`src/common/batchPkg.sv`:
```
`default_nettype none

package batchPkg;

    localparam int NUM_CHAN    = 3;
    localparam int BATCH_DEPTH = 16;
    localparam int NUM_BANKS   = 4;
    localparam int FRAC_BITS   = 12;
    // Cycles from sample read address to channel sum
    localparam int PIPE_LAT    = 3;

    typedef logic [NUM_CHAN-1:0] ctrlBitsT;
    typedef logic signed [15:0] fixT;
    typedef logic signed [15:0] estT;
    typedef logic [$clog2(BATCH_DEPTH)-1:0] sampleIdxT;
    typedef logic [$clog2(NUM_BANKS)-1:0] bankT;

    typedef struct packed {
        fixT re;
        fixT im;
    } complexT;

    typedef struct packed {
        bankT writeBank;
        bankT lookBank;
        bankT calcBank;
        logic prevCalcParity;
    } bankSelT;

    // Input terms, indexed [set][channel][control bit], set 0 backward and set 1 forward
    localparam fixT gammaRe [2][NUM_CHAN][NUM_CHAN] = '{
        '{'{16'sd512, -16'sd256, 16'sd128}, '{-16'sd384, 16'sd640, -16'sd192},
          '{16'sd256, 16'sd128, -16'sd448}},
        '{'{16'sd448, 16'sd192, -16'sd320}, '{-16'sd224, 16'sd576, 16'sd160},
          '{16'sd352, -16'sd96, 16'sd288}}
    };
    localparam fixT gammaIm [2][NUM_CHAN][NUM_CHAN] = '{
        '{'{16'sd96, -16'sd160, 16'sd64}, '{16'sd200, -16'sd72, 16'sd144},
          '{-16'sd120, 16'sd88, 16'sd176}},
        '{'{-16'sd80, 16'sd136, -16'sd48}, '{16'sd112, -16'sd184, 16'sd72},
          '{-16'sd152, 16'sd64, -16'sd96}}
    };

    // Backward and lookahead factors
    localparam fixT lambdaRe [NUM_CHAN] = '{16'sd3686, 16'sd3482, 16'sd3277};
    localparam fixT lambdaIm [NUM_CHAN] = '{16'sd410, -16'sd614, 16'sd819};
    // Forward factors
    localparam fixT phiRe [NUM_CHAN] = '{16'sd3891, 16'sd3584, 16'sd3379};
    localparam fixT phiIm [NUM_CHAN] = '{-16'sd205, 16'sd512, -16'sd717};

    localparam fixT weightFwdRe [NUM_CHAN] = '{16'sd2048, -16'sd1536, 16'sd1229};
    localparam fixT weightFwdIm [NUM_CHAN] = '{-16'sd819, 16'sd1024, -16'sd410};
    localparam fixT weightBwdRe [NUM_CHAN] = '{16'sd1843, 16'sd1331, -16'sd1024};
    localparam fixT weightBwdIm [NUM_CHAN] = '{16'sd614, -16'sd717, 16'sd922};

    // Full product, arithmetic shift, low 16 bits kept
    function automatic fixT fixMul(fixT a, fixT b);
        logic signed [31:0] prod;
        prod = a * b;
        return fixT'(prod >>> FRAC_BITS);
    endfunction

    function automatic complexT cMul(complexT a, complexT b);
        complexT res;
        res.re = fixMul(a.re, b.re) - fixMul(a.im, b.im);
        res.im = fixMul(a.re, b.im) + fixMul(a.im, b.re);
        return res;
    endfunction

    function automatic complexT cAdd(complexT a, complexT b);
        complexT res;
        res.re = a.re + b.re;
        res.im = a.im + b.im;
        return res;
    endfunction

endpackage

`default_nettype wire

```
`src/hw/sampleRam.sv`:
```
`timescale 1ns/1ps
`default_nettype none

module sampleRam
    import batchPkg::*;
(
    input  logic      clk,
    input  ctrlBitsT  ctrlIn,
    input  bankSelT   bankSel,
    input  sampleIdxT sampleIdx,
    input  sampleIdxT sampleIdxRev,
    output ctrlBitsT  lookSample,
    output ctrlBitsT  calcFwdSample,
    output ctrlBitsT  calcBwdSample
);

    ctrlBitsT mem [NUM_BANKS * BATCH_DEPTH];

    logic [$clog2(NUM_BANKS * BATCH_DEPTH)-1:0] wrAddr;
    logic [$clog2(NUM_BANKS * BATCH_DEPTH)-1:0] lookAddr;
    logic [$clog2(NUM_BANKS * BATCH_DEPTH)-1:0] fwdAddr;
    logic [$clog2(NUM_BANKS * BATCH_DEPTH)-1:0] bwdAddr;

    // Bank number on top, sample index below
    assign wrAddr   = {bankSel.writeBank, sampleIdx};
    assign lookAddr = {bankSel.lookBank, sampleIdxRev};
    assign fwdAddr  = {bankSel.calcBank, sampleIdx};
    assign bwdAddr  = {bankSel.calcBank, sampleIdxRev};

    // One write and three reads every cycle
    always_ff @(posedge clk) begin
        mem[wrAddr]   <= ctrlIn;
        lookSample    <= mem[lookAddr];
        calcFwdSample <= mem[fwdAddr];
        calcBwdSample <= mem[bwdAddr];
    end

endmodule

`default_nettype wire

```
`config.mk`:
```
export PLATFORM = sky130hd
export DESIGN_NAME = sampleRam
export DESIGN_NICKNAME = d
export VERILOG_FILES = /design/src/common/batchPkg.sv /design/src/hw/sampleRam.sv
export SDC_FILE = /design/constraint.sdc
export NUM_CORES = 1
export LEC_CHECK = 0
export BUFFER_PORTS_ARGS = -buffer_cell sky130_fd_sc_hd__clkbuf_2
export CAP_MARGIN = 20
export CORE_MARGIN = 3
export CORE_UTILIZATION = 30
export CTS_BUF_LIST = sky130_fd_sc_hd__clkbuf_16
export DETAILED_ROUTE_END_ITERATION = 16
export PLACE_DENSITY = 0.5
export SLEW_MARGIN = 20
export SYNTH_ARGS = -nofsm -noshare
export SYNTH_HDL_FRONTEND = slang
export SYNTH_SLANG_ARGS = --single-unit
```
`constraint.sdc`:
```
create_clock -name clk -period 2.88 [get_ports clk]
set_clock_uncertainty 0.15 [all_clocks]
set_input_delay 0.72 -clock clk [delete_from_list [all_inputs] [get_ports clk]]
set_output_delay 0.72 -clock clk [all_outputs]
set_load 0.1 [all_outputs]
```
==> flow_metrics.py <==
metrics = {
    "run_status": {
        "status": "finished, final reports clean",
    },
    "synth": {
        "synth.top_cells.by_area": "edfxtp_1 59%, mux4_2 13%, nor2_1 3.3%",
        "syn_nets": 679,
        "yosysUniqueCellTypes": 54,
        "syn_area_um2": 9750,
        "syn_inst": 660,
        "yosysSeqAreaShare_pct": 61.0,
        "synth.largest_area_cell": "edfxtp_1",
        "synth_top_area_share_pct": 59.2,
        "synth_seq_cells": 201,
        "ys_warn_count": 0,
        "avgSynthCellArea_um2": 14.8,
        "synth_edf_count": 192,
        "synth_ff_type": "edfxtp_1",
        "async_flop_share_pct": 0,
    },
    "pwr": {
        "power.density_nw_per_um2": 606,
        "p_leak_nw": 3.82,
        "vdd_drop_max_uv": 283,
    },
    "clock_network": {
        "clkTransAtPathRegs_ps": 60,
        "numCtsBuffers": 22,
        "cts_tree": "built",
        "root_buffer": "clkbuf_16",
        "cts_max_level": 1,
        "clock-sinks": 201,
        "cts_resized": 0,
        "cts_hold_buf": 0,
        "clockBufferDepth": 3,
        "post_cts_buffers": 0,
        "clk_latency_ps": 520,
    },
    "setup_path": {
        "r2r_end": "lookSample[1]$_DFF_P_",
        "r2r-start": "mem[27][1]$_DFFE_PP_",
        "crit_path_end_kind": "flip-flop",
        "arrival_ps": 2380,
        "r2r_slack_ps": 700,
        "reg2reg_depth": 6,
        "worst_ep_required_time_ps": 2910,
        "worst-path-max-fanout": 14,
        "cp-start-kind": "input pin",
        "critical_path_class": "input pin to flip-flop",
    },
    "final_layout": {
        "design_area_um2": 11600,
        "area_growth_pct": 18.6,
        "fin_util_pct": 36.4,
        "layout-drive-gt1-share_pct": 28.3,
        "final_cell_mix": "192 x edfxtp_1, 85 x nor2_1, 58 x buf_4",
        "fillCellCount": 2993,
        "fin_nets": 748,
        "multi_input_area_um2": 3520,
        "regArea_um2": 5950,
        "final_common_cell": "edfxtp_1",
    },
    "min_path": {
        "min_path_type": "input pin to flip-flop",
        "min_path_cells": 3,
        "hold-path-endpoint": "lookSample[2]$_DFF_P_",
        "min-delay-start": "bankSel[4]",
    },
    "detailed_routing": {
        "drt-pass1-iter-count": 5,
        "vias_per_cell": 5.46,
        "drt_wl_total_mm": 30.2,
        "vias": 6452,
        "ant_nets": 0,
        "avgRoutedWirePerCell_um": 25.6,
        "initialDrtViolationCount": 632,
        "drc": 0,
    },
    "sta": {
        "fin_ws_ps": 527,
        "slew_headroom_pct": 50.7,
        "fin_crit_sh_pct": 81.7,
        "rsz0062_at_grt": "false",
        "hold_violations": 0,
        "period_minus_slack_ps": 2350,
        "max_freq_mhz": 425,
        "fin_tns_setup_ps": 0,
        "tightestPinTransition_ps": 738,
        "slew_viol_final": 0,
        "finalSetupViolCount": 0,
    },
    "grt": {
        "gr-usage-all-layers_pct": 17.5,
        "grt-ovfl-total": 0,
        "grt_max_degree": 65,
        "grt_pass1_vias": 6738,
        "grt_pass1_wl_mm": 44.5,
        "antenna_found_initial": 2,
    },
    "placement": {
        "hpwl_mm": 21.2,
        "gp_congestion": 0.921,
        "pre_cts_ws_ps": -11.3,
        "placed_area_um2": 10800,
        "io_buffer_count": 26,
    },
    "floorplan": {
        "core-area_um2": 31800,
        "fp.dieW_um": 186,
        "ioPinCount": 28,
        "fp-row-count": 65,
        "start_util_pct": 30.6,
        "dieHeight_um": 186,
        "die_area_um2": 34700,
    },
    "run": {
        "drv_cap": 0,
    },
}
## layer usage
layer / GRT usage [%] / part of all wire (%) / vias to the layer above
met5: 0 / 0.056 / -
met4: 7.24 / 4.2 / 2
met3: 3.48 / 7.7 / 73
met2: 27.7 / 46 / 289
met1: 23.7 / 42 / 3285
li1: - / - / 2803
## kinds of logic after synthesis
family / after synthesis / synth area share [%]
flops: 201 / 61.0
simple gates: 178 / 8.22
compound gates: 130 / 10.1
mux: 98 / 17.7
buf+inv: 53 / 2.97
## cell type report
cell class | instances | share of cell area (%)
Clock inverter | 17 | 1.44
Multi-Input combinational cell | 406 | 30.4
Antenna cell | 1 | 0.0216
Inverter | 4 | 0.130
Sequential cell | 201 | 51.4
Tap cell | 435 | 4.71
Clock buffer | 23 | 4.98
Timing Repair Buffer | 94 | 6.88
## through the flow
step	total power [mW]	hold WS [ps]	std cells
floorplan	3.84	514	660
global placement	4.18	675	1140
detailed placement	4.18	675	1140
CTS	7.07	415	1180
global route	7.24	426	1180
finish	7.01	436	1181
## sequential cells by signal, indices dropped and copies added (netlist names)
signal	cells
calcFwdSample	3
calcBwdSample	3
lookSample	3
mem	192
## critical path, cell delays in order
cell	delay, ps
clkbuf_2	290
buf_4	280
nor2_1	370
nand2_1	200
buf_4	230
nor2_1	280
## power breakdown
group	switching (mW)	internal [mW]	leakage, nW
Combinational	0.556	0.289	1.65
Sequential	0.0240	3.25	1.81
Clock	1.17	1.72	0.357
## synthesized netlist by cell type, drive strengths merged, types with 2 or more instances
library cell	count
o21ai	11
a21boi	2
nor3	5
inv	3
a22o	11
o2bb2ai	2
nor2	87
nor3b	2
nand2	42
mux2i	23
o21a	2
dfxtp	9
a22oi	30
a21oi	15
buf	29
a31oi	8
o2111ai	3
or3b	2
o211ai	10
nor2b	11
a32oi	4
mux2	18
or3	3
a211oi	6
nand3b	4
edfxtp	192
a221oi	17
clkbuf	20
and2	3
nand2b	4
mux4	57
nand3	13
## worst max-delay path by stage
stage / slack (ps) / endpoint / startpoint / depth (start not counted)
2_1_floorplan: 510 / calcBwdSample[1]$_DFF_P_ / sampleIdxRev[1] / 7
3_3_place_gp: 40 / mem[58][0]$_DFFE_PP_ / sampleIdx[2] / 6
3_5_place_dp: -10 / mem[1][1]$_DFFE_PP_ / sampleIdx[2] / 5
4_1_cts: 530 / mem[1][1]$_DFFE_PP_ / sampleIdx[2] / 5
5_1_grt: 450 / mem[1][1]$_DFFE_PP_ / sampleIdx[2] / 5
6_report: 530 / mem[58][0]$_DFFE_PP_ / sampleIdx[2] / 6
Power figures use the tool's default switching activity.
