<file path="src/common/batchPkg.sv">
`default_nettype none

package batchPkg;

    localparam int NUM_CHAN    = 3;
    localparam int BATCH_DEPTH = 16;
    localparam int NUM_BANKS   = 4;
    localparam int FRAC_BITS   = 12;
    // Cycles from sample read address to channel sum
    localparam int PIPE_LAT    = 3;

    typedef logic [NUM_CHAN-1:0] ctrlBitsT;
    typedef logic signed [15:0] fixT;
    typedef logic signed [15:0] estT;
    typedef logic [$clog2(BATCH_DEPTH)-1:0] sampleIdxT;
    typedef logic [$clog2(NUM_BANKS)-1:0] bankT;

    typedef struct packed {
        fixT re;
        fixT im;
    } complexT;

    typedef struct packed {
        bankT writeBank;
        bankT lookBank;
        bankT calcBank;
        logic prevCalcParity;
    } bankSelT;

    // Input terms, indexed [set][channel][control bit], set 0 backward and set 1 forward
    localparam fixT gammaRe [2][NUM_CHAN][NUM_CHAN] = '{
        '{'{16'sd512, -16'sd256, 16'sd128}, '{-16'sd384, 16'sd640, -16'sd192},
          '{16'sd256, 16'sd128, -16'sd448}},
        '{'{16'sd448, 16'sd192, -16'sd320}, '{-16'sd224, 16'sd576, 16'sd160},
          '{16'sd352, -16'sd96, 16'sd288}}
    };
    localparam fixT gammaIm [2][NUM_CHAN][NUM_CHAN] = '{
        '{'{16'sd96, -16'sd160, 16'sd64}, '{16'sd200, -16'sd72, 16'sd144},
          '{-16'sd120, 16'sd88, 16'sd176}},
        '{'{-16'sd80, 16'sd136, -16'sd48}, '{16'sd112, -16'sd184, 16'sd72},
          '{-16'sd152, 16'sd64, -16'sd96}}
    };

    // Backward and lookahead factors
    localparam fixT lambdaRe [NUM_CHAN] = '{16'sd3686, 16'sd3482, 16'sd3277};
    localparam fixT lambdaIm [NUM_CHAN] = '{16'sd410, -16'sd614, 16'sd819};
    // Forward factors
    localparam fixT phiRe [NUM_CHAN] = '{16'sd3891, 16'sd3584, 16'sd3379};
    localparam fixT phiIm [NUM_CHAN] = '{-16'sd205, 16'sd512, -16'sd717};

    localparam fixT weightFwdRe [NUM_CHAN] = '{16'sd2048, -16'sd1536, 16'sd1229};
    localparam fixT weightFwdIm [NUM_CHAN] = '{-16'sd819, 16'sd1024, -16'sd410};
    localparam fixT weightBwdRe [NUM_CHAN] = '{16'sd1843, 16'sd1331, -16'sd1024};
    localparam fixT weightBwdIm [NUM_CHAN] = '{16'sd614, -16'sd717, 16'sd922};

    // Full product, arithmetic shift, low 16 bits kept
    function automatic fixT fixMul(fixT a, fixT b);
        logic signed [31:0] prod;
        prod = a * b;
        return fixT'(prod >>> FRAC_BITS);
    endfunction

    function automatic complexT cMul(complexT a, complexT b);
        complexT res;
        res.re = fixMul(a.re, b.re) - fixMul(a.im, b.im);
        res.im = fixMul(a.re, b.im) + fixMul(a.im, b.re);
        return res;
    endfunction

    function automatic complexT cAdd(complexT a, complexT b);
        complexT res;
        res.re = a.re + b.re;
        res.im = a.im + b.im;
        return res;
    endfunction

endpackage

`default_nettype wire

</file>
<file path="src/hw/batchCtrl.sv">
`timescale 1ns/1ps
`default_nettype none

module batchCtrl
    import batchPkg::*;
(
    input  logic      clk,
    input  logic      rst,
    output sampleIdxT sampleIdx,
    output sampleIdxT sampleIdxRev,
    output bankSelT   bankSel,
    output logic      batchStart,
    output logic      outEnable
);

    bankT       bankCnt;
    logic [2:0] startCnt;
    logic       lastSample;

    assign lastSample   = (sampleIdx == sampleIdxT'(BATCH_DEPTH - 1));
    assign sampleIdxRev = sampleIdxT'(BATCH_DEPTH - 1) - sampleIdx;

    always_ff @(posedge clk) begin
        if (!rst) begin
            sampleIdx  <= '0;
            bankCnt    <= '0;
            startCnt   <= '0;
            batchStart <= 1'b0;
        end else begin
            sampleIdx  <= sampleIdx + sampleIdxT'(1);
            // Lines up with the read data of sample 0
            batchStart <= (sampleIdx == '0);
            if (lastSample) begin
                bankCnt <= bankCnt + bankT'(1);
                // Counts finished batches up to the first output batch
                if (startCnt != 3'(NUM_BANKS)) begin
                    startCnt <= startCnt + 3'd1;
                end
            end
        end
    end

    assign outEnable = (startCnt == 3'(NUM_BANKS));

    // Look bank one behind the write bank, calc bank three behind
    assign bankSel.writeBank      = bankCnt;
    assign bankSel.lookBank       = bankCnt - bankT'(1);
    assign bankSel.calcBank       = bankCnt - bankT'(NUM_BANKS - 1);
    assign bankSel.prevCalcParity = ~bankSel.calcBank[0];

    // Startup counter saturates, so output stays enabled until the next reset
    outStaysOn: assert property (@(posedge clk) disable iff (!rst)
        outEnable |=> outEnable)
        else $error("outEnable dropped without reset");

endmodule

`default_nettype wire

</file>
<file path="config.mk">
export PLATFORM = sky130hd
export DESIGN_NAME = batchCtrl
export DESIGN_NICKNAME = d
export VERILOG_FILES = /design/src/common/batchPkg.sv /design/src/hw/batchCtrl.sv
export SDC_FILE = /design/constraint.sdc
export NUM_CORES = 1
export LEC_CHECK = 0
export ABC_AREA = 1
export ABC_CLOCK_PERIOD_IN_PS = 2980
export BUFFER_PORTS_ARGS = -buffer_cell sky130_fd_sc_hd__buf_4
export CAP_MARGIN = 30
export CELL_PAD_IN_SITES_DETAIL_PLACEMENT = 1
export CELL_PAD_IN_SITES_GLOBAL_PLACEMENT = 2
export CORE_MARGIN = 5
export CORE_UTILIZATION = 25
export CTS_CLUSTER_DIAMETER = 30
export DETAILED_ROUTE_END_ITERATION = 10
export GPL_TIMING_DRIVEN = 0
export HOLD_SLACK_MARGIN = 0.1
export PLACE_DENSITY_LB_ADDON = 0.1
export SLEW_MARGIN = 25
export SYNTH_ARGS = -nofsm -noshare
export SYNTH_HDL_FRONTEND = slang
export SYNTH_SLANG_ARGS = --single-unit
</file>
<file path="constraint.sdc">
create_clock -name clk -period 2.98 [get_ports clk]
set_input_delay 0.596 -clock clk [delete_from_list [all_inputs] [get_ports clk]]
set_output_delay 0.596 -clock clk [all_outputs]
set_load 0.01 [all_outputs]
</file>
==> results.md <==
- The synthesized instance count is 67.
- The cell family with the largest share of critical-path delay is flip-flops.
- The flow ran to the end, and the final reports show no timing, DRC or antenna violations.
- The region available for standard cell placement spans 1920 um^2.
- The total half-perimeter wirelength after legalization and detailed placement is 902 um.
- Summing the areas of all compound-gate instances in the mapped netlist gives 4.53% of the synthesized area.
- The top cell type by total area after synthesis is sky130_fd_sc_hd__dfxtp_1.
- Of the total synthesized cell area, the portion taken by XOR and XNOR cells is 1.76%.
- The slowest library cell on the worst path is sky130_fd_sc_hd__dfxtp_1.
- The number of antenna violations at the first check in global routing is 0.
- The minimum period implied by the final worst setup slack is 1.80 ns.
- The number of clock buffers inserted by TritonCTS is 3.
- CTS built an H-tree with a depth of 1.
- The post-placement cell area is 658 um^2.
- The maximum vdd drop is 0.000155 V.
- The via count of the first global-routing pass is 459.
- The area of the mapped netlist is 497 um^2.
- The post-detailed-route DRC marker count is 0.
- In this run the deepest clock path goes through 2 buffers.
- The repair_antennas step left the layout with diodes totalling 0.
- The synthesized netlist devotes 29.5% of its cell area to simple gates.
- The endpoint class of the critical path is a primary output.
- Entering global routing, the biggest net connects 10 pins.
- Setup repair after global routing left no endpoint under its margin.
- Dividing the detail-routed via count by the number of cells gives 3.99.
- Setup violations remaining at the end of the flow were counted as 0.
- The global router's overall resource usage is about 9%.
- Along the worst path, the maximum fanout reaches 4.
- The final hold violation count is 0.
- The via count of the routed design is 455.
- The detailed router finished its first iteration with 2 violations.
- The pre-antenna-repair detailed-routing pass consisted of 2 iterations.
- The total overflow left after global routing is 0.
- The global-route wire length before repair is 1880 um.
- TritonCTS built the clock tree.
- The number of flops mapped to enable cells by yosys is 0.
- For the worst-skew pair, the clock arrives at the later sink with an insertion delay of ~0.25 ns.
- The combinational family with the most area after synthesis is simple AND/OR/NAND/NOR gates.
- Static timing analysis puts the maximum clock frequency at 555 MHz.
- Wires add up to 1120 um.
- Ranked by total cell area, the synthesized netlist is headed by sky130_fd_sc_hd__dfxtp_1, sky130_fd_sc_hd__ha_1, sky130_fd_sc_hd__nor2_1.
- The min-delay analysis places its worst path in the category flip-flop to flip-flop.
- The number of synthesis warnings is 0.
- The final setup TNS is 0 ns.
- The endpoint arrival time on the critical path is 1.21 ns.
- The flip-flop cell with the highest count after synthesis is sky130_fd_sc_hd__dfxtp_1.
- Counting flops and latches in the post-synthesis netlist gives 10.
- The average wire per standard cell is 9.79 um.
- The CTS root buffer is sky130_fd_sc_hd__clkbuf_4.
- The proportion of synthesized chip area in sequential cells is 40.3%.
- The cell that appears most often on the critical path is sky130_fd_sc_hd__inv_1.
- The max-slew violation count is 0.
- After clock tree synthesis, the flow added hold-fix buffers numbering 0.
- By count the netlist is led by sky130_fd_sc_hd__nor2_1, sky130_fd_sc_hd__inv_1, sky130_fd_sc_hd__dfxtp_1, sky130_fd_sc_hd__nand2_1, sky130_fd_sc_hd__nand3_1.
- Counting every sink on the clock net gives 10.
- The critical path contains buffers and inverters numbering 3 combined.
- Multiplexer cells account for 0% of the synthesized area.
- The number of distinct library cells after synthesis is 16.
- Counting flops with an async set or reset pin after synthesis yields a share of 0%.
- The fraction of synthesized cell area taken by the top area cell type is 40.3%.
- Compared with the post-synthesis result, the final layout area differs by 37.0%.
- The net count of the finished layout is 95.
- The clock slew seen by the registers of the worst setup and hold paths is 0.06 ns.
- The remaining max-slew budget at the tightest pin is 84.7%.
- The number of max-capacitance violations reported is 0.
- At the pin with the least slew margin, the transition time is 0.229 ns.
- After clock tree synthesis, the setup repair step added 0 buffers.
- On the worst path, the slowest cell contributes a delay of 0.37 ns.
- The count of nets left with antenna violations once routing finished came out at 0.
- Across the routed clock network, the largest skew measured is 0.00143 ns.
- The average instance area after synthesis is 7.41 um^2.
- The most frequent cell after synthesis is sky130_fd_sc_hd__nor2_1.
- The starting density of the core is 25.8%.
- The post-synthesis adder-cell area fraction is 10.1%.
- The total power per unit cell area is 386 nW/um^2.
- The signal on the critical path passes through inv_1 > ha_1 > nand2_1 > inv_1 > buf_4.
- The congestion estimate from routability-driven global placement came to 0.650.
- The critical path in this run is classified as flip-flop to primary output.
- In this run the static leakage power is around 0.33 nW.
- The category of the worst setup path launch point is a flip-flop.
- The final total power is 0.263 mW.
- The final core utilization is 35.4%.
- The die width is 54.6 um.
- The total nets after synthesis is 73.
- STA puts the critical path data required time at 2.38 ns.
- Port buffering added 17 buffers.
- The final standard cell area without fillers is about 700 um^2.
- The vertical die dimension is 54.6 um.
- The die covers a little under 3000 um^2.
- The final critical-path share of the clock period is 60.5%.
- The site row count is 16.
- 19 I/O pins were placed.
- In the final layout, the share of cells above drive strength 1 is between 30% and 40%.
- The final worst hold slack is 0.480 ns.
- The post-cts resize count is 0.
==> cell families (layout without fill, tap and decap cells) <==
group                    count (synthesis)  in the layout
flip-flops                              10             10
buffers and inverters                   16             36
adder cells (fa/ha/maj)                  4              4
AND/OR/NAND/NOR                         33             33
AO/OA/AOI/OAI                            3              3
XOR/XNOR                                 1              1
==> path summary, 6_finish.rpt <==
path / from / to / slack, ns / cells after the start
max reg2reg: sampleIdx[0]$_SDFF_PN0_ / startCnt[0]$_SDFFE_PN0P_ / 1.78 / 6
max: startCnt[0]$_SDFFE_PN0P_ / outEnable / 1.18 / 5
min: sampleIdx[0]$_SDFF_PN0_ / sampleIdx[0]$_SDFF_PN0_ / 0.48 / 1
min reg2reg: sampleIdx[0]$_SDFF_PN0_ / sampleIdx[0]$_SDFF_PN0_ / 0.48 / 1
==> power breakdown <==
group | leakage (nW) | internal [mW] | switching, mW
Sequential | 0.0815 | 0.138 | 0.00457
Combinational | 0.236 | 0.0144 | 0.0153
Clock | 0.0138 | 0.0465 | 0.0434
Total | 0.331 | 0.199 | 0.0632
==> worst register-to-register path: stages (launching register included) <==
cell	delay, ns
sky130_fd_sc_hd__dfxtp_1	0.39
sky130_fd_sc_hd__ha_1	0.23
sky130_fd_sc_hd__nand2_2	0.09
sky130_fd_sc_hd__nor2_4	0.19
sky130_fd_sc_hd__nand3_1	0.10
sky130_fd_sc_hd__nand2_1	0.07
sky130_fd_sc_hd__nor2_1	0.04
==> sequential cells by signal, indices dropped and copies added, names as in the netlist <==
| name | flops |
|---|---|
| startCnt | 3 |
| bankCnt | 2 |
| batchStart | 1 |
| sampleIdx | 4 |
==> routing by layer <==
metal | global-route usage, % | vias to the layer above | share of wire, %
li1 | - | 240 | -
met2 | 13.5 | 12 | 41
met1 | 11.3 | 201 | 51
met3 | 2.72 | 2 | 6.4
met4 | 4.98 | 0 | 1.1
met5 | 0 | - | 0
==> final cells by class <==
| type | count | area (um^2) |
|---|---|---|
| fill | 261 | 1240 |
| buffer | 3 | 20.0 |
| clock buffer | 3 | 22.5 |
| sequential | 10 | 200 |
| multi-input combinational | 41 | 228 |
| timing repair buffer | 17 | 128 |
| inverter | 13 | 48.8 |
| tap | 27 | 33.8 |
==> metrics by stage <==
step	cells	setup WS [ns]
3_5_place_dp	111	1.44
6_report	114	1.18
5_1_grt	114	1.07
2_1_floorplan	67	1.52
3_3_place_gp	111	1.43
4_1_cts	114	1.15
==> cells in the final DEF, fill, tap and decap left out, types with 2 or more instances in the layout <==
| cell | instances |
|---|---|
| sky130_fd_sc_hd__inv_1 | 12 |
| sky130_fd_sc_hd__nand3_1 | 5 |
| sky130_fd_sc_hd__a21oi_2 | 2 |
| sky130_fd_sc_hd__clkbuf_4 | 3 |
| sky130_fd_sc_hd__nand2_2 | 2 |
| sky130_fd_sc_hd__ha_1 | 4 |
| sky130_fd_sc_hd__buf_4 | 19 |
| sky130_fd_sc_hd__nand2_1 | 10 |
| sky130_fd_sc_hd__dfxtp_1 | 10 |
| sky130_fd_sc_hd__nor2_1 | 13 |
Power figures use the tool's default switching activity.
