==> config.mk <==
export PLATFORM = sky130hd
export DESIGN_NAME = channelCalc
export DESIGN_NICKNAME = d
export VERILOG_FILES = /design/src/common/batchPkg.sv /design/src/hw/coeffLut.sv /design/src/hw/recursion.sv /design/src/estimator/channelCalc.sv
export SDC_FILE = /design/constraint.sdc
export NUM_CORES = 2
export LEC_CHECK = 0
export ABC_AREA = 1
export BUFFER_PORTS_ARGS = -buffer_cell sky130_fd_sc_hd__buf_2
export CAP_MARGIN = 40
export CORE_ASPECT_RATIO = 1.75
export CORE_MARGIN = 2
export CORE_UTILIZATION = 60
export CTS_BUF_LIST = sky130_fd_sc_hd__clkbuf_8
export CTS_CLUSTER_DIAMETER = 50
export DETAILED_ROUTE_END_ITERATION = 7
export PLACE_DENSITY = 0.76
export SYNTH_ARGS = -nofsm -noshare
export SYNTH_HDL_FRONTEND = slang
export SYNTH_SLANG_ARGS = --single-unit
==> constraint.sdc <==
create_clock -name clk -period 15.5 [get_ports clk]
set_input_delay 1.55 -clock clk [delete_from_list [all_inputs] [get_ports clk]]
set_output_delay 1.55 -clock clk [all_outputs]
set_load 0.1 [all_outputs]
==> src/common/batchPkg.sv <==
`default_nettype none

package batchPkg;

    localparam int NUM_CHAN    = 3;
    localparam int BATCH_DEPTH = 16;
    localparam int NUM_BANKS   = 4;
    localparam int FRAC_BITS   = 12;
    // Cycles from sample read address to channel sum
    localparam int PIPE_LAT    = 3;

    typedef logic [NUM_CHAN-1:0] ctrlBitsT;
    typedef logic signed [15:0] fixT;
    typedef logic signed [15:0] estT;
    typedef logic [$clog2(BATCH_DEPTH)-1:0] sampleIdxT;
    typedef logic [$clog2(NUM_BANKS)-1:0] bankT;

    typedef struct packed {
        fixT re;
        fixT im;
    } complexT;

    typedef struct packed {
        bankT writeBank;
        bankT lookBank;
        bankT calcBank;
        logic prevCalcParity;
    } bankSelT;

    // Input terms, indexed [set][channel][control bit], set 0 backward and set 1 forward
    localparam fixT gammaRe [2][NUM_CHAN][NUM_CHAN] = '{
        '{'{16'sd512, -16'sd256, 16'sd128}, '{-16'sd384, 16'sd640, -16'sd192},
          '{16'sd256, 16'sd128, -16'sd448}},
        '{'{16'sd448, 16'sd192, -16'sd320}, '{-16'sd224, 16'sd576, 16'sd160},
          '{16'sd352, -16'sd96, 16'sd288}}
    };
    localparam fixT gammaIm [2][NUM_CHAN][NUM_CHAN] = '{
        '{'{16'sd96, -16'sd160, 16'sd64}, '{16'sd200, -16'sd72, 16'sd144},
          '{-16'sd120, 16'sd88, 16'sd176}},
        '{'{-16'sd80, 16'sd136, -16'sd48}, '{16'sd112, -16'sd184, 16'sd72},
          '{-16'sd152, 16'sd64, -16'sd96}}
    };

    // Backward and lookahead factors
    localparam fixT lambdaRe [NUM_CHAN] = '{16'sd3686, 16'sd3482, 16'sd3277};
    localparam fixT lambdaIm [NUM_CHAN] = '{16'sd410, -16'sd614, 16'sd819};
    // Forward factors
    localparam fixT phiRe [NUM_CHAN] = '{16'sd3891, 16'sd3584, 16'sd3379};
    localparam fixT phiIm [NUM_CHAN] = '{-16'sd205, 16'sd512, -16'sd717};

    localparam fixT weightFwdRe [NUM_CHAN] = '{16'sd2048, -16'sd1536, 16'sd1229};
    localparam fixT weightFwdIm [NUM_CHAN] = '{-16'sd819, 16'sd1024, -16'sd410};
    localparam fixT weightBwdRe [NUM_CHAN] = '{16'sd1843, 16'sd1331, -16'sd1024};
    localparam fixT weightBwdIm [NUM_CHAN] = '{16'sd614, -16'sd717, 16'sd922};

    // Full product, arithmetic shift, low 16 bits kept
    function automatic fixT fixMul(fixT a, fixT b);
        logic signed [31:0] prod;
        prod = a * b;
        return fixT'(prod >>> FRAC_BITS);
    endfunction

    function automatic complexT cMul(complexT a, complexT b);
        complexT res;
        res.re = fixMul(a.re, b.re) - fixMul(a.im, b.im);
        res.im = fixMul(a.re, b.im) + fixMul(a.im, b.re);
        return res;
    endfunction

    function automatic complexT cAdd(complexT a, complexT b);
        complexT res;
        res.re = a.re + b.re;
        res.im = a.im + b.im;
        return res;
    endfunction

endpackage

`default_nettype wire

==> src/hw/coeffLut.sv <==
`timescale 1ns/1ps
`default_nettype none

module coeffLut
    import batchPkg::*;
#(
    parameter int chanIdx    = 0,
    parameter bit useForward = 1'b0
) (
    input  ctrlBitsT bits,
    output complexT  term
);

    // Each control bit adds or subtracts its gamma
    always_comb begin
        term = '0;
        for (int b = 0; b < NUM_CHAN; b++) begin
            if (bits[b]) begin
                term.re = term.re + gammaRe[useForward][chanIdx][b];
                term.im = term.im + gammaIm[useForward][chanIdx][b];
            end else begin
                term.re = term.re - gammaRe[useForward][chanIdx][b];
                term.im = term.im - gammaIm[useForward][chanIdx][b];
            end
        end
    end

endmodule

`default_nettype wire

==> src/hw/recursion.sv <==
`timescale 1ns/1ps
`default_nettype none

module recursion
    import batchPkg::*;
#(
    parameter fixT factorRe = '0,
    parameter fixT factorIm = '0
) (
    input  logic    clk,
    input  logic    rst,
    input  logic    start,
    input  complexT seed,
    input  complexT term,
    output complexT state
);

    complexT base;

    // Seed takes the place of the old state on a start step
    assign base = start ? seed : state;

    always_ff @(posedge clk) begin
        if (!rst) begin
            state <= '0;
        end else begin
            state <= cAdd(cMul(complexT'{factorRe, factorIm}, base), term);
        end
    end

    // Start steps are a whole batch apart
    startSpacing: assert property (@(posedge clk) disable iff (!rst)
        start |=> !start)
        else $error("back to back start steps");

endmodule

`default_nettype wire

==> src/estimator/channelCalc.sv <==
`timescale 1ns/1ps
`default_nettype none

module channelCalc
    import batchPkg::*;
#(
    parameter int chanIdx = 0
) (
    input  logic     clk,
    input  logic     rst,
    input  logic     batchStart,
    input  ctrlBitsT lookSample,
    input  ctrlBitsT calcFwdSample,
    input  ctrlBitsT calcBwdSample,
    output fixT      fwdPart,
    output fixT      bwdPart
);

    complexT    lookTerm;
    complexT    fwdTerm;
    complexT    bwdTerm;
    complexT    lookState;
    complexT    fwdState;
    complexT    bwdState;
    logic [2:0] startCnt;
    logic       fwdStart;

    coeffLut #(.chanIdx(chanIdx), .useForward(1'b0)) i_lookLut (
        .bits(lookSample),
        .term(lookTerm)
    );
    coeffLut #(.chanIdx(chanIdx), .useForward(1'b1)) i_fwdLut (
        .bits(calcFwdSample),
        .term(fwdTerm)
    );
    coeffLut #(.chanIdx(chanIdx), .useForward(1'b0)) i_bwdLut (
        .bits(calcBwdSample),
        .term(bwdTerm)
    );

    // Batch starts counted until batch 0 first reaches the calc bank
    always_ff @(posedge clk) begin
        if (!rst) begin
            startCnt <= '0;
        end else if (batchStart && (startCnt != 3'(NUM_BANKS))) begin
            startCnt <= startCnt + 3'd1;
        end
    end

    // Forward state starts from zero at sample 0 of batch 0, then never restarts
    assign fwdStart = batchStart && (startCnt == 3'(NUM_BANKS - 1));

    recursion #(.factorRe(lambdaRe[chanIdx]), .factorIm(lambdaIm[chanIdx])) i_lookRec (
        .clk(clk),
        .rst(rst),
        .start(batchStart),
        .seed('0),
        .term(lookTerm),
        .state(lookState)
    );

    recursion #(.factorRe(phiRe[chanIdx]), .factorIm(phiIm[chanIdx])) i_fwdRec (
        .clk(clk),
        .rst(rst),
        .start(fwdStart),
        .seed('0),
        .term(fwdTerm),
        .state(fwdState)
    );

    // At batchStart the lookahead still holds its end state of the last batch
    recursion #(.factorRe(lambdaRe[chanIdx]), .factorIm(lambdaIm[chanIdx])) i_bwdRec (
        .clk(clk),
        .rst(rst),
        .start(batchStart),
        .seed(lookState),
        .term(bwdTerm),
        .state(bwdState)
    );

    // Real part of the weighted state only
    always_ff @(posedge clk) begin
        fwdPart <= fixMul(fwdState.re, weightFwdRe[chanIdx])
                 - fixMul(fwdState.im, weightFwdIm[chanIdx]);
        bwdPart <= fixMul(bwdState.re, weightBwdRe[chanIdx])
                 - fixMul(bwdState.im, weightBwdIm[chanIdx]);
    end

endmodule

`default_nettype wire

==> out/metrics.yaml <==
timing:
  fmax_ghz: 0.106
  setup_viol: 0
  tightest_slew_ns: 0.902
  hold_viol: 0
  skew_ns: 0.0355
  rsz0062_at_grt: "no"
  slew-limit-headroom: 0.392
  fin_crit_sh: 0.608
  fin_crit_ns: 9.42
  tns_ns: 0
  final-max-slew-violation-count: 0
finish:
  area_delta_synth_final_pct: 3.53
  fin_nets: 9272
  drive_gt1_frac: 0.0184
run_status:
  violations: "DRC"
  run_status: "finished with violations"
worst_setup_path:
  crit_slowest_cell: "o21ai_0"
  slowest_delay_ns: 0.71
  critPathCaptureType: "flop"
  crit_fanout: 54
  path_class: "input pin to flop"
  start_kind: "input pin"
  worstPathRequired_ns: 15.99
  worstPathArrival_ns: 9.91
logic_synthesis:
  yosys.area_share.xor_xnor: 0.0516
  yosys-mux-area-fraction: 0
  seq_area_frac_synth: 0.0456
  synth_edf_count: 0
  synth_area_um2: 57500
  synth.distinct_cells: 53
  synthArstFlopShare: 0
  yosysWarnings: 0
  synth_cells: 7215
  synth_nets: 9237
  synth_compound_gate_area_share: 0.0992
  ys_ff_latch: 131
  syn_avg_cell_area_um2: 7.97
  yosys_most_used_dff: "dfxtp_1"
  synth_fa_ha_area_frac: 0.550
  synth_top_family_by_area: "adder cells"
  synth-simple-area-share: 0.128
clock_network:
  cts_resized: 0
  clk_latency_ns: 0.61
  post_cts_buffers: 0
  ctsHoldBuffers: 0
  clk_path_buf_depth: 2
  cts_num_sinks: 131
  htreeDepth: 4
  cts_tree: "done"
  root_buffer: "clkbuf_8"
  cts_made_buffers: 17
  path_clk_slew_ns: 0.09
global_route:
  grt_max_degree: 59
  grt_pass1_wl_um: 256000
  track_usage: 0.339
  grt_overflow: 0
  grt_pass1_vias: 50900
  antenna_found_initial: 3
hold_path:
  hold_path.class: "flop to flop"
die:
  fp-row-count: 150
  io_pins: 44
  dieArea_um2: 98500
  coreArea_um2: 95300
  start_util: 0.603
  dieHeight_um: 414
  die_w_um: 238
detailed_routing:
  drt_pass1_iterations: 8
  post_drt_via_cell_ratio: 5.51
  drc: 2
  drtIter0Drc: 2180
  routedWlPerCell_um: 18.9
  ant_nets: 0
  wl_um: 161000
  num_vias: 46800
flow_run:
  cap_violations: 0
place:
  dpl.hpwl_um: 146000
  place_congestion: 0.960
  port_buffers: 43
cell usage in the layout, fill, tap and decap left out, types with 3 or more instances in the layout:
cell,n
inv_1,1881
ha_1,1149
nand2_1,1034
fa_1,861
a21oi_1,510
nor2_1,377
o21ai_0,320
nand3_1,213
xor2_1,196
xnor2_1,140
dfxtp_1,131
a21o_1,42
buf_2,42
nand4_1,41
nor3_1,40
o21a_1,32
o21bai_1,24
a31oi_1,24
or2_2,19
nand3b_1,18
o211ai_1,17
clkbuf_8,17
nor4_1,15
a21boi_0,11
o21ai_1,10
buf_4,10
o31ai_1,9
a211oi_1,9
o2111ai_1,7
o21ai_2,6
nand2_2,6
a221oi_1,4
and2_1,4
a31o_2,4
inv_6,4
clkinv_4,4
nand2_4,3
o21ai_4,3
sequential cells by signal, summed over array words and instances (netlist names):
register	flops
i_fwdRec.state	32
i_lookRec.state	32
startCnt	3
bwdPart	16
i_bwdRec.state	32
fwdPart	16
per-layer routing:
| metal | global-route usage | wire length [um] | share of wire | vias up |
|---|---|---|---|---|
| li1 | - | - | - | 22600 |
| met1 | 0.311 | 53000 | 0.33 | 22400 |
| met2 | 0.660 | 86600 | 0.54 | 1120 |
| met3 | 0.0327 | 4350 | 0.027 | 596 |
| met4 | 0.288 | 16600 | 0.10 | 2 |
| met5 | 0 | 13 | 0.000081 | - |
critical path: cells and delay by family:
family | cells | cell delay (ns)
xor gates and xnor gates | 1 | 0.19
adders and majority gates | 8 | 3.52
AOI/OAI and AO/OA | 5 | 1.72
and+or+nand+nor | 10 | 1.25
buffers and inverters | 8 | 1.60
final timing paths:
path	start	to	slack, ns	cells after the start
worst max-delay path	batchStart	i_bwdRec.state[15]$_SDFF_PN0_	6.08	32
worst min-delay path	startCnt[0]$_SDFFE_PN0P_	startCnt[0]$_SDFFE_PN0P_	0.49	1
worst max register to register	startCnt[0]$_SDFFE_PN0P_	i_fwdRec.state[31]$_SDFF_PN0_	6.84	39
worst min register to register	startCnt[0]$_SDFFE_PN0P_	startCnt[0]$_SDFFE_PN0P_	0.49	1
Yosys cell counts, types with 3 or more instances:
cell type / n / share of area
o21ai_2: 6 / 0.00091
a31oi_1: 24 / 0.0026
o21ai_1: 10 / 0.00087
nor3_1: 40 / 0.0035
a21oi_1: 510 / 0.044
xnor2_1: 140 / 0.021
buf_6: 3 / 0.00059
o31ai_1: 9 / 0.0012
dfxtp_1: 131 / 0.046
nand3b_1: 18 / 0.0023
nand2_4: 3 / 0.00059
fa_1: 861 / 0.30
xor2_1: 196 / 0.030
o21ai_0: 320 / 0.028
nand3_1: 213 / 0.019
clkbuf_1: 23 / 0.0015
nand4_1: 41 / 0.0045
a21boi_0: 11 / 0.0014
inv_1: 1881 / 0.12
nor4_1: 15 / 0.0016
a221oi_1: 4 / 0.00061
and2_1: 4 / 0.00043
a21o_1: 42 / 0.0055
a31o_2: 4 / 0.00061
buf_2: 7 / 0.00061
a211oi_1: 9 / 0.0012
nand2_2: 6 / 0.00065
o21bai_1: 24 / 0.0031
nand2_1: 1034 / 0.067
nor2_1: 377 / 0.025
o21a_1: 32 / 0.0042
ha_1: 1149 / 0.25
or2_2: 19 / 0.0021
o21ai_4: 3 / 0.00085
o211ai_1: 17 / 0.0022
o2111ai_1: 7 / 0.0011
cell type report:
type	instances	area, um2
antenna	2	5.00
clock buffer	17	234
clock inverter	15	173
fill	8640	35800
inverter	1885	7080
multi-input combinational	5163	47600
sequential	131	2620
tap	1216	1520
timing repair buffer	52	285
stage by stage:
stage               instance area, um2  setup WS [ns]  std cells  hold slack (ns)  utilization
floorplan                        57500           7.00       7215            0.447            -
global placement                 59100           5.72       8447            0.469        0.620
detailed placement               59100           5.57       8447            0.477        0.620
CTS                              59500           6.17       8479            0.498        0.625
global route                     59600           5.49       8480            0.522        0.625
finish                           59600           6.08       8481            0.490        0.625
kinds of logic (layout without fill, tap and decap cells):
logic type                 after synthesis  count (layout)
other                                    0               2
AOI/OAI and AO/OA                     1036            1036
DFF                                    131             131
adders and majority gates             2011            2011
buffers and inverters                 1921            1969
and+or+nand+nor                       1779            1779
xor gates and xnor gates               337             337
Power is left out: the tool's default activity adds up to more than one toggle a clock period on the data nets, which glitch-free logic cannot reach.
